$ cat src/verilog/rv_defines.svh
// Data width, register count and NOP encoding macros for the RV32I pipeline slice
`ifndef RV_DEFINES_SVH
`define RV_DEFINES_SVH

// Data and address width
`define RV_XLEN 32

// Architectural register count
`define RV_NREGS 32

// ADDI x0,x0,0
`define RV_NOP 32'h0000_0013

`endif

$ cat src/verilog/rv_pkg.sv
// Package with RV32I opcodes, control enums, stage structs and immediate generation
`include "rv_defines.svh"
`default_nettype none

package rv_pkg;

    localparam logic [6:0] OPC_OP     = 7'b0110011;
    localparam logic [6:0] OPC_OP_IMM = 7'b0010011;
    localparam logic [6:0] OPC_LUI    = 7'b0110111;
    localparam logic [6:0] OPC_AUIPC  = 7'b0010111;
    localparam logic [6:0] OPC_JAL    = 7'b1101111;
    localparam logic [6:0] OPC_JALR   = 7'b1100111;
    localparam logic [6:0] OPC_BRANCH = 7'b1100011;
    localparam logic [6:0] OPC_LOAD   = 7'b0000011; // Not executed, only its immediate format
    localparam logic [6:0] OPC_STORE  = 7'b0100011;

    typedef enum logic [3:0] {
        ALU_ADD, ALU_SUB, ALU_SLL, ALU_SLT, ALU_SLTU, ALU_XOR,
        ALU_SRL, ALU_SRA, ALU_OR, ALU_AND, ALU_PASSB
    } alu_op_e;

    typedef enum logic [3:0] {
        CFU_NONE, CFU_BEQ, CFU_BNE, CFU_BLT, CFU_BGE,
        CFU_BLTU, CFU_BGEU, CFU_JAL, CFU_JALR
    } cfu_op_e;

    typedef enum logic {OPR_A_REG, OPR_A_PC}  opr_a_sel_e;
    typedef enum logic {OPR_B_REG, OPR_B_IMM} opr_b_sel_e;
    typedef enum logic {WB_ALU, WB_PC4}       wb_sel_e;

    // Valid is the first field of every stage payload, pipe_reg relies on it
    typedef struct packed {
        logic                valid;
        logic [`RV_XLEN-1:0] pc;
        logic [31:0]         inst;
    } id_stage_in_t;

    typedef struct packed {
        logic                valid;
        logic [`RV_XLEN-1:0] pc;
        logic [`RV_XLEN-1:0] pc4;
        logic [4:0]          rd;
        logic [`RV_XLEN-1:0] opr_a;
        logic [`RV_XLEN-1:0] opr_b;
        logic [`RV_XLEN-1:0] imm;
        alu_op_e             aluop;
        cfu_op_e             cfuop;
        logic                rf_en;
        opr_a_sel_e          opr_a_sel;
        opr_b_sel_e          opr_b_sel;
        wb_sel_e             wb_sel;
    } id_stage_out_t;

    typedef struct packed {
        logic                valid;
        logic                rf_en;
        logic [4:0]          rd;
        logic [`RV_XLEN-1:0] wb_data;
    } ex_stage_out_t;

    typedef struct packed {
        logic                rf_en; // Already qualified by valid
        logic [4:0]          rd;
        logic [`RV_XLEN-1:0] wb_data;
    } wb_stage_out_t;

    typedef struct packed {
        logic                valid;
        logic [`RV_XLEN-1:0] target;
    } redirect_t;

    function automatic logic [`RV_XLEN-1:0] gen_imm_f(input logic [31:0] inst);
        logic [`RV_XLEN-1:0] imm;
        imm = '0;
        case (inst[6:0])
            OPC_OP_IMM, OPC_JALR, OPC_LOAD: imm = {{20{inst[31]}}, inst[31:20]};
            OPC_STORE:  imm = {{20{inst[31]}}, inst[31:25], inst[11:7]};
            OPC_BRANCH: imm = {{19{inst[31]}}, inst[31], inst[7], inst[30:25], inst[11:8], 1'b0};
            OPC_LUI, OPC_AUIPC: imm = {inst[31:12], 12'b0};
            OPC_JAL:    imm = {{11{inst[31]}}, inst[31], inst[19:12], inst[20], inst[30:21], 1'b0};
            default:    imm = '0; // R-type and unknown opcodes carry no immediate
        endcase
        return imm;
    endfunction

endpackage

`default_nettype wire

$ cat src/verilog/rf.sv
// Register file with two read ports, one write port and write-through bypass
`timescale 1ns/1ps
`default_nettype none
`include "rv_defines.svh"

module rf #(
    parameter int DATA_WIDTH = `RV_XLEN,
    parameter int NREGS      = `RV_NREGS
) (
    input  logic                     clk,
    input  logic                     reset,
    input  logic                     wr_en,
    input  logic [$clog2(NREGS)-1:0] rd,
    input  logic [DATA_WIDTH-1:0]    rd_data,
    input  logic [$clog2(NREGS)-1:0] rs1,
    input  logic [$clog2(NREGS)-1:0] rs2,
    output logic [DATA_WIDTH-1:0]    rs1_data,
    output logic [DATA_WIDTH-1:0]    rs2_data
);
    logic [DATA_WIDTH-1:0] regs [NREGS];

    always_ff @(posedge clk) begin
        if (reset) begin
            for (int i = 0; i < NREGS; i++) begin
                regs[i] <= '0;
            end
        end else if (wr_en && rd != '0) begin // x0 stays zero
            regs[rd] <= rd_data;
        end
    end

    // A read of the register being written sees the new value
    assign rs1_data = (wr_en && rd == rs1 && rs1 != '0) ? rd_data : regs[rs1];
    assign rs2_data = (wr_en && rd == rs2 && rs2 != '0) ? rd_data : regs[rs2];

endmodule

`default_nettype wire

$ cat src/verilog/ctrl_unit.sv
// Control unit mapping opcode, funct3 and funct7 to the decode control fields
`timescale 1ns/1ps
`default_nettype none

module ctrl_unit
    import rv_pkg::*;
(
    input  logic [6:0]  opcode,
    input  logic [2:0]  funct3,
    input  logic [6:0]  funct7,
    output alu_op_e     aluop,
    output cfu_op_e     cfuop,
    output logic        rf_en,
    output opr_a_sel_e  opr_a_sel,
    output opr_b_sel_e  opr_b_sel,
    output wb_sel_e     wb_sel
);
    logic f7_zero;
    logic f7_alt;

    // Alternate encoding selects SUB or SRA
    function automatic alu_op_e alu_dec_f(input logic [2:0] f3, input logic alt);
        case (f3)
            3'b000:  return alt ? ALU_SUB : ALU_ADD;
            3'b001:  return ALU_SLL;
            3'b010:  return ALU_SLT;
            3'b011:  return ALU_SLTU;
            3'b100:  return ALU_XOR;
            3'b101:  return alt ? ALU_SRA : ALU_SRL;
            3'b110:  return ALU_OR;
            default: return ALU_AND;
        endcase
    endfunction

    assign f7_zero = (funct7 == 7'b0000000);
    assign f7_alt  = (funct7 == 7'b0100000);

    always_comb begin
        aluop     = ALU_ADD;
        cfuop     = CFU_NONE;
        rf_en     = 1'b0;
        opr_a_sel = OPR_A_REG;
        opr_b_sel = OPR_B_REG;
        wb_sel    = WB_ALU;
        case (opcode)
            OPC_OP: begin
                if (f7_zero || (f7_alt && (funct3 == 3'b000 || funct3 == 3'b101))) begin
                    rf_en = 1'b1;
                    aluop = alu_dec_f(funct3, f7_alt);
                end
            end
            OPC_OP_IMM: begin
                // Only the shift forms constrain funct7
                if ((funct3 != 3'b001 && funct3 != 3'b101) || f7_zero ||
                    (funct3 == 3'b101 && f7_alt)) begin
                    rf_en     = 1'b1;
                    opr_b_sel = OPR_B_IMM;
                    aluop     = alu_dec_f(funct3, funct3 == 3'b101 && f7_alt);
                end
            end
            OPC_LUI: begin
                rf_en     = 1'b1;
                opr_b_sel = OPR_B_IMM;
                aluop     = ALU_PASSB;
            end
            OPC_AUIPC: begin
                rf_en     = 1'b1;
                opr_a_sel = OPR_A_PC;
                opr_b_sel = OPR_B_IMM;
            end
            OPC_JAL: begin
                rf_en     = 1'b1;
                cfuop     = CFU_JAL;
                opr_a_sel = OPR_A_PC;
                opr_b_sel = OPR_B_IMM;
                wb_sel    = WB_PC4;
            end
            OPC_JALR: begin
                if (funct3 == 3'b000) begin
                    rf_en     = 1'b1;
                    cfuop     = CFU_JALR;
                    opr_b_sel = OPR_B_IMM;
                    wb_sel    = WB_PC4;
                end
            end
            OPC_BRANCH: begin
                case (funct3)
                    3'b000:  cfuop = CFU_BEQ;
                    3'b001:  cfuop = CFU_BNE;
                    3'b100:  cfuop = CFU_BLT;
                    3'b101:  cfuop = CFU_BGE;
                    3'b110:  cfuop = CFU_BLTU;
                    3'b111:  cfuop = CFU_BGEU;
                    default: cfuop = CFU_NONE;
                endcase
            end
            default: ; // Unsupported, becomes a bubble
        endcase
    end

endmodule

`default_nettype wire

$ cat src/verilog/id_stage.sv
// Decode stage with register file, control unit and immediate generation
`timescale 1ns/1ps
`default_nettype none
`include "rv_defines.svh"

module id_stage
    import rv_pkg::*;
(
    input  logic          clk,
    input  logic          reset,
    input  wb_stage_out_t wb_in,
    input  id_stage_in_t  id_stage_in,
    output id_stage_out_t id_stage_out
);
    logic [4:0] rs1;
    logic [4:0] rs2;
    logic [6:0] opcode;
    logic [2:0] funct3;
    logic [6:0] funct7;

    assign rs1    = id_stage_in.inst[19:15];
    assign rs2    = id_stage_in.inst[24:20];
    assign opcode = id_stage_in.inst[6:0];
    assign funct3 = id_stage_in.inst[14:12];
    assign funct7 = id_stage_in.inst[31:25];

    rf #(
        .DATA_WIDTH (`RV_XLEN ),
        .NREGS      (`RV_NREGS)
    ) u_rf (
        .clk      (clk               ),
        .reset    (reset             ),
        .wr_en    (wb_in.rf_en       ), // Writeback from the end of the pipe
        .rd       (wb_in.rd          ),
        .rd_data  (wb_in.wb_data     ),
        .rs1      (rs1               ),
        .rs2      (rs2               ),
        .rs1_data (id_stage_out.opr_a),
        .rs2_data (id_stage_out.opr_b)
    );

    ctrl_unit u_ctrl_unit (
        .opcode    (opcode                ),
        .funct3    (funct3                ),
        .funct7    (funct7                ),
        .aluop     (id_stage_out.aluop    ),
        .cfuop     (id_stage_out.cfuop    ),
        .rf_en     (id_stage_out.rf_en    ),
        .opr_a_sel (id_stage_out.opr_a_sel),
        .opr_b_sel (id_stage_out.opr_b_sel),
        .wb_sel    (id_stage_out.wb_sel   )
    );

    assign id_stage_out.valid = id_stage_in.valid;
    assign id_stage_out.pc    = id_stage_in.pc;
    assign id_stage_out.pc4   = id_stage_in.pc + `RV_XLEN'd4; // Link address for jumps
    assign id_stage_out.rd    = id_stage_in.inst[11:7];
    assign id_stage_out.imm   = gen_imm_f(id_stage_in.inst);

endmodule

`default_nettype wire

$ cat src/verilog/ex_stage.sv
// Execute stage with ALU, branch compare, target computation and writeback select
`timescale 1ns/1ps
`default_nettype none
`include "rv_defines.svh"

module ex_stage
    import rv_pkg::*;
(
    input  id_stage_out_t ex_in,
    output ex_stage_out_t ex_out,
    output redirect_t     redirect
);
    logic [`RV_XLEN-1:0] opa;
    logic [`RV_XLEN-1:0] opb;
    logic [4:0]          shamt;
    logic [`RV_XLEN-1:0] alu_res;
    logic                eq;
    logic                lt;
    logic                ltu;
    logic                taken;
    logic                jump;

    assign opa   = (ex_in.opr_a_sel == OPR_A_PC)  ? ex_in.pc  : ex_in.opr_a;
    assign opb   = (ex_in.opr_b_sel == OPR_B_IMM) ? ex_in.imm : ex_in.opr_b;
    assign shamt = opb[4:0];

    always_comb begin
        case (ex_in.aluop)
            ALU_ADD:   alu_res = opa + opb;
            ALU_SUB:   alu_res = opa - opb;
            ALU_SLL:   alu_res = opa << shamt;
            ALU_SLT:   alu_res = {{(`RV_XLEN-1){1'b0}}, $signed(opa) < $signed(opb)};
            ALU_SLTU:  alu_res = {{(`RV_XLEN-1){1'b0}}, opa < opb};
            ALU_XOR:   alu_res = opa ^ opb;
            ALU_SRL:   alu_res = opa >> shamt;
            ALU_SRA:   alu_res = $unsigned($signed(opa) >>> shamt);
            ALU_OR:    alu_res = opa | opb;
            ALU_AND:   alu_res = opa & opb;
            ALU_PASSB: alu_res = opb;
            default:   alu_res = '0;
        endcase
    end

    // Branches always compare the two register values
    assign eq  = (ex_in.opr_a == ex_in.opr_b);
    assign lt  = ($signed(ex_in.opr_a) < $signed(ex_in.opr_b));
    assign ltu = (ex_in.opr_a < ex_in.opr_b);

    always_comb begin
        case (ex_in.cfuop)
            CFU_BEQ:  taken = eq;
            CFU_BNE:  taken = !eq;
            CFU_BLT:  taken = lt;
            CFU_BGE:  taken = !lt;
            CFU_BLTU: taken = ltu;
            CFU_BGEU: taken = !ltu;
            default:  taken = 1'b0;
        endcase
    end

    assign jump = (ex_in.cfuop == CFU_JAL) || (ex_in.cfuop == CFU_JALR);

    assign redirect.valid  = ex_in.valid && (jump || taken);
    assign redirect.target = (ex_in.cfuop == CFU_JALR) ? {alu_res[`RV_XLEN-1:1], 1'b0}
                                                       : ex_in.pc + ex_in.imm;

    assign ex_out.valid   = ex_in.valid;
    assign ex_out.rf_en   = ex_in.rf_en;
    assign ex_out.rd      = ex_in.rd;
    assign ex_out.wb_data = (ex_in.wb_sel == WB_PC4) ? ex_in.pc4 : alu_res;

endmodule

`default_nettype wire

$ cat src/verilog/pipe_reg.sv
// Pipeline register over a generic payload with valid clear on reset or flush
`timescale 1ns/1ps
`default_nettype none

module pipe_reg #(
    parameter type T = logic [7:0]
) (
    input  logic clk,
    input  logic reset,
    input  logic flush,
    input  T     d,
    output T     q
);
    // Valid is the top bit of the payload
    localparam int VALID_BIT = $bits(T) - 1;

    always_ff @(posedge clk) begin
        q <= d;
        if (reset || flush) begin
            q[VALID_BIT] <= 1'b0; // Payload is left as is, only the item is dropped
        end
    end

endmodule

`default_nettype wire

$ cat src/verilog/rv_core.sv
// Top level wiring decode, two pipeline registers and execute
`timescale 1ns/1ps
`default_nettype none

module rv_core
    import rv_pkg::*;
(
    input  logic          clk,
    input  logic          reset,
    input  id_stage_in_t  id_in,
    output wb_stage_out_t wb,
    output redirect_t     redirect
);
    id_stage_out_t id_out;
    id_stage_out_t ex_in;
    ex_stage_out_t ex_out;
    ex_stage_out_t ex_wb;

    id_stage u_id_stage (
        .clk          (clk   ),
        .reset        (reset ),
        .wb_in        (wb    ),
        .id_stage_in  (id_in ),
        .id_stage_out (id_out)
    );

    // Squashed by a taken branch or jump in execute
    pipe_reg #(.T(id_stage_out_t)) u_id_ex (
        .clk   (clk           ),
        .reset (reset         ),
        .flush (redirect.valid),
        .d     (id_out        ),
        .q     (ex_in         )
    );

    ex_stage u_ex_stage (
        .ex_in    (ex_in   ),
        .ex_out   (ex_out  ),
        .redirect (redirect)
    );

    pipe_reg #(.T(ex_stage_out_t)) u_ex_wb (
        .clk   (clk   ),
        .reset (reset ),
        .flush (1'b0  ),
        .d     (ex_out),
        .q     (ex_wb )
    );

    assign wb.rf_en   = ex_wb.valid & ex_wb.rf_en;
    assign wb.rd      = ex_wb.rd;
    assign wb.wb_data = ex_wb.wb_data;

endmodule

`default_nettype wire

$ cat config.mk
export PLATFORM = sky130hd
export DESIGN_NAME = rv_core
export DESIGN_NICKNAME = d
export VERILOG_FILES = /design/src/verilog/rv_pkg.sv /design/src/verilog/rf.sv /design/src/verilog/ctrl_unit.sv /design/src/verilog/id_stage.sv /design/src/verilog/ex_stage.sv /design/src/verilog/pipe_reg.sv /design/src/verilog/rv_core.sv
export VERILOG_INCLUDE_DIRS = /design/src /design/src/verilog
export SDC_FILE = /design/constraint.sdc
export NUM_CORES = 2
export LEC_CHECK = 0
export BUFFER_PORTS_ARGS = -buffer_cell sky130_fd_sc_hd__buf_2
export CAP_MARGIN = 20
export CORE_UTILIZATION = 45
export DETAILED_ROUTE_END_ITERATION = 12
export RECOVER_POWER = 25
export SKIP_CTS_REPAIR_TIMING = 1
export SLEW_MARGIN = 20
export SYNTH_ARGS = -nofsm -noshare
export SYNTH_HDL_FRONTEND = slang
export SYNTH_SLANG_ARGS = --single-unit
export TNS_END_PERCENT = 50
$ cat constraint.sdc
create_clock -name clk -period 11.9 [get_ports clk]
set_input_delay 2.38 -clock clk [delete_from_list [all_inputs] [get_ports clk]]
set_output_delay 2.38 -clock clk [all_outputs]
set_load 0.05 [all_outputs]
==> metrics.md <==
| Metric | Value |
|---|---|
| Pins Over Slew Limit | `713` |
| Layout Skew | `33.8 ps` |
| Row count | `148` |
| Count of final setup violators | `0` |
| NetSw | `4470 uW` |
| Setup crit start kind | `flop` |
| IR drop worst, VDD | `120 uV` |
| Slowest-stage cell, CP | `buf_4` |
| IO Port Bufs | `137` |
| Fin Setup TNS | `0 ps` |
| Synth top area share | `41.6%` |
| Ports | `138` |
| Crit path top cell by count | `o21ai_0` |
| First-pass GRT wire length | `404000 um` |
| Switching part of the total | `34.8%` |
| Fill count | `14261` |
| Die ar. | `0.166 mm^2` |
| Comb power frac | `27.1%` |
| Hold depth | `0` |
| Top-count cell post-synth | `edfxtp_1` |
| Total power draw | `12800 uW` |
| Worst Max-Slew Pin Slew | `2990 ps` |
| Core area | `0.163 mm^2` |
| Hold Path End | `u_ex_wb.q[35]$_DFF_P_` |
| Reg-to-reg endpoint | `u_ex_wb.q[26]$_DFF_P_` |
| Power share of the clock group | `33.5%` |
| Required @ worst endpoint | `9520 ps` |
| Clock sink count | `1239` |
| Status | `complete, but fails checks` |
| PD cells | `158 mW/mm^2` |
| Buf+Inv Stages, Crit Path | `3` |
| Pre-antenna DRT Iters | `6` |
| CTS buffer count | `143` |
| Yosys top cell by area | `edfxtp_1` |
| CP cell instances | `mux2i_4, buf_4, inv_2, ha_1, fa_1, a211oi_1, o21ai_0, o21ai_0, nand3_1, a21oi_1, o21ai_0, a221o_1, a221oi_2, mux2i_1, buf_2` |
| Max Cap Viol | `22` |
| Critical path data arrival time | `6910 ps` |
| Vias per cell | `6.57` |
| FF+latch count, synth | `1239` |
| Final WS setup | `2610 ps` |
| Multi-input combinational cell area | `0.0365 mm^2` |
| Grt peak-use layer | `met2` |
| Worst slack, placed | `3590 ps` |
| Met3 Usage GRT | `6.46%` |
| Overflow after GRT | `0` |
| DIE HEIGHT | `407 um` |
| Largest net degree at the start of global routing | `126` |
| Skew-Pair Late Insertion Delay | `810 ps` |
| Crit-path max FO | `51` |
| Largest cells by area after synthesis | `edfxtp_1, mux4_2, and2_1` |
| Post-synth top cells | `edfxtp_1, and2_1, mux4_2` |
| RD Place Congestion | `1.06` |
| Hold/Removal Path Class | `flop to flop` |
| Reg2reg start | `u_id_ex.q[1]$_DFF_P_` |
| Mapped cell area | `0.0739 mm^2` |
| Clock edge transition at the registers on the reported setup and hold paths | `60 ps` |
| Hpwl dp | `189000 um` |
| Leak pwr | `0.0303 uW` |
| Seq/Total Area, Yosys | `47.4%` |
| Async SR Flop Fraction | `0%` |
| Post-synth EDFFs | `1024` |
| Per-cell routed wire length | `36.3 um` |
| Final hold viol count | `0` |
| F_max | `108 MHz` |
| Worst r2r path cells | `14` |
| Fin util | `49.9%` |
| Seq pwr share | `39.4%` |
| DR iter-0 viols | `7326` |
| Hold Path Origin | `u_id_ex.q[111]$_DFF_P_` |
| Max stage delay on crit path | `630 ps` |
| Final net count | `5955` |
| Remaining antenna violation count | `0` |
| Post-synthesis cell type count | `96` |
| Top Family by Delay on Critical Path | `compound AO/OA/AOI/OAI gates` |
| RSZ-0062 raised after global routing | `no` |
| GRT Overall Usage | `34.7%` |
| Worst setup EP type | `primary output` |
| Top FF cell, synth | `edfxtp_1` |
| # DRC | `0` |
| Initial antenna violation count | `28` |
| DRT Wirelength | `292000 um` |
| Slew margin rel. | `-99.1%` |
| Synthesized area per cell | `12.8 um^2` |
| Initial core utilization | `45.3%` |
| Chip width | `407 um` |
| Met2 Usage GRT | `54.7%` |
| Sequential Area | `0.0351 mm^2` |
| Period minus WS final | `9290 ps` |
| Crit. Startpoint | `u_id_ex.q[1]$_DFF_P_` |
| P&R area growth vs syn | `10.2%` |
| Layout cells sized above 1 | `22.0%` |
| H-tree levels | `4` |
| Setup CP Type | `flop to primary output` |
| Final Cycle Share | `78.0%` |
| Syn. warnings | `0` |
| CTS tree | `done` |
| Cells after synthesis | `5776` |
| Setup slack, reg-to-reg | `5800 ps` |
| Vias | `52699` |
| Met1 usage | `45.8%` |
| Max Root-Sink Buffers | `3` |
| Int Pwr | `8370 uW` |
| Failing checks | `max-capacitance violations, max-slew violations` |
| Vias in the first global route | `51585` |
| Root buffer cell | `clkbuf_16` |
[cell type report]
class                   instances  area share (%)
clock inverters                66           0.656
clock buffers                 196            4.89
multi-input cells            3861            44.8
inverters                     158           0.729
well taps                    2175            3.34
diodes                         18          0.0553
repair buffers                314            2.47
flip-flops and latches       1239            43.1
[flip-flops by register name (all words and copies together), names as in the netlist]
register and count:
u_ex_wb.q 39, u_id_ex.q 176, u_id_stage.u_rf.regs 1024
[worst max path at each step]
stage | to | slack (ps) | cells past startpoint
6_report | redirect[26] | 2610 | 15
5_1_grt | redirect[26] | 2400 | 15
4_1_cts | redirect[26] | 2720 | 15
3_5_place_dp | redirect[26] | 3590 | 15
3_3_place_gp | redirect[26] | 3630 | 15
2_1_floorplan | redirect[21] | 4540 | 16
[power by group through the flow]
stage	clock network (uW)	logic [uW]	registers, uW
floorplan	0	2110	5110
global placement	0	3410	5130
detailed placement	0	3390	5140
CTS	4340	3400	5060
global route	4500	3610	5080
finish	4290	3480	5060
[metrics by stage]
stage	cell area, um^2	instances	hold WS [ps]
detailed placement	77000	7746	319
floorplan	74000	5807	310
finish	81400	8027	327
CTS	81500	8008	330
global placement	77000	7745	313
global route	81300	8009	331
[cells by family after synthesis]
kind of cell             share of synthesized area, %
multiplexers                                     23.8
flip-flops                                       47.4
other                                         0.00508
AND/OR/NAND/NOR                                  13.8
buffers and inverters                            3.91
XOR/XNOR                                        0.842
adder cells (fa/ha/maj)                          2.93
AO/OA/AOI/OAI                                    7.29
[worst register-to-register path: stages, from the launching register on]
cell      delay [ps]
dfxtp_2          350
mux2i_4          210
buf_4            630
inv_2            540
ha_1             410
fa_1             520
a211oi_1         340
o21ai_0          290
o21ai_0          600
nand3_1          440
a21oi_1          540
o21ai_0          200
a221o_1          370
a221oi_2         300
mux2i_1          200
[routing by layer]
layer	wire [um]	vias to the layer above
li1	-	21762
met1	111000	27020
met2	135000	3195
met3	28000	716
met4	17600	6
met5	34	-
[cell usage in the layout (no fill, tap or decap), types with 39 or more instances in the layout]
| cell type | instances |
|---|---|
| nor3_1 | 53 |
| edfxtp_1 | 1024 |
| mux2_2 | 52 |
| buf_2 | 91 |
| mux2i_1 | 220 |
| mux4_2 | 645 |
| a21o_1 | 58 |
| clkbuf_1 | 97 |
| o211ai_1 | 39 |
| inv_1 | 155 |
| clkbuf_16 | 145 |
| buf_4 | 149 |
| o21ai_0 | 132 |
| ha_1 | 168 |
| dfxtp_1 | 211 |
| nand2_1 | 219 |
| and2_1 | 870 |
| and2_0 | 144 |
| a21oi_1 | 225 |
| nor2_1 | 257 |
| nand3_1 | 78 |
| xnor2_1 | 48 |
No activity file was read; power rests on OpenSTA's default activity.
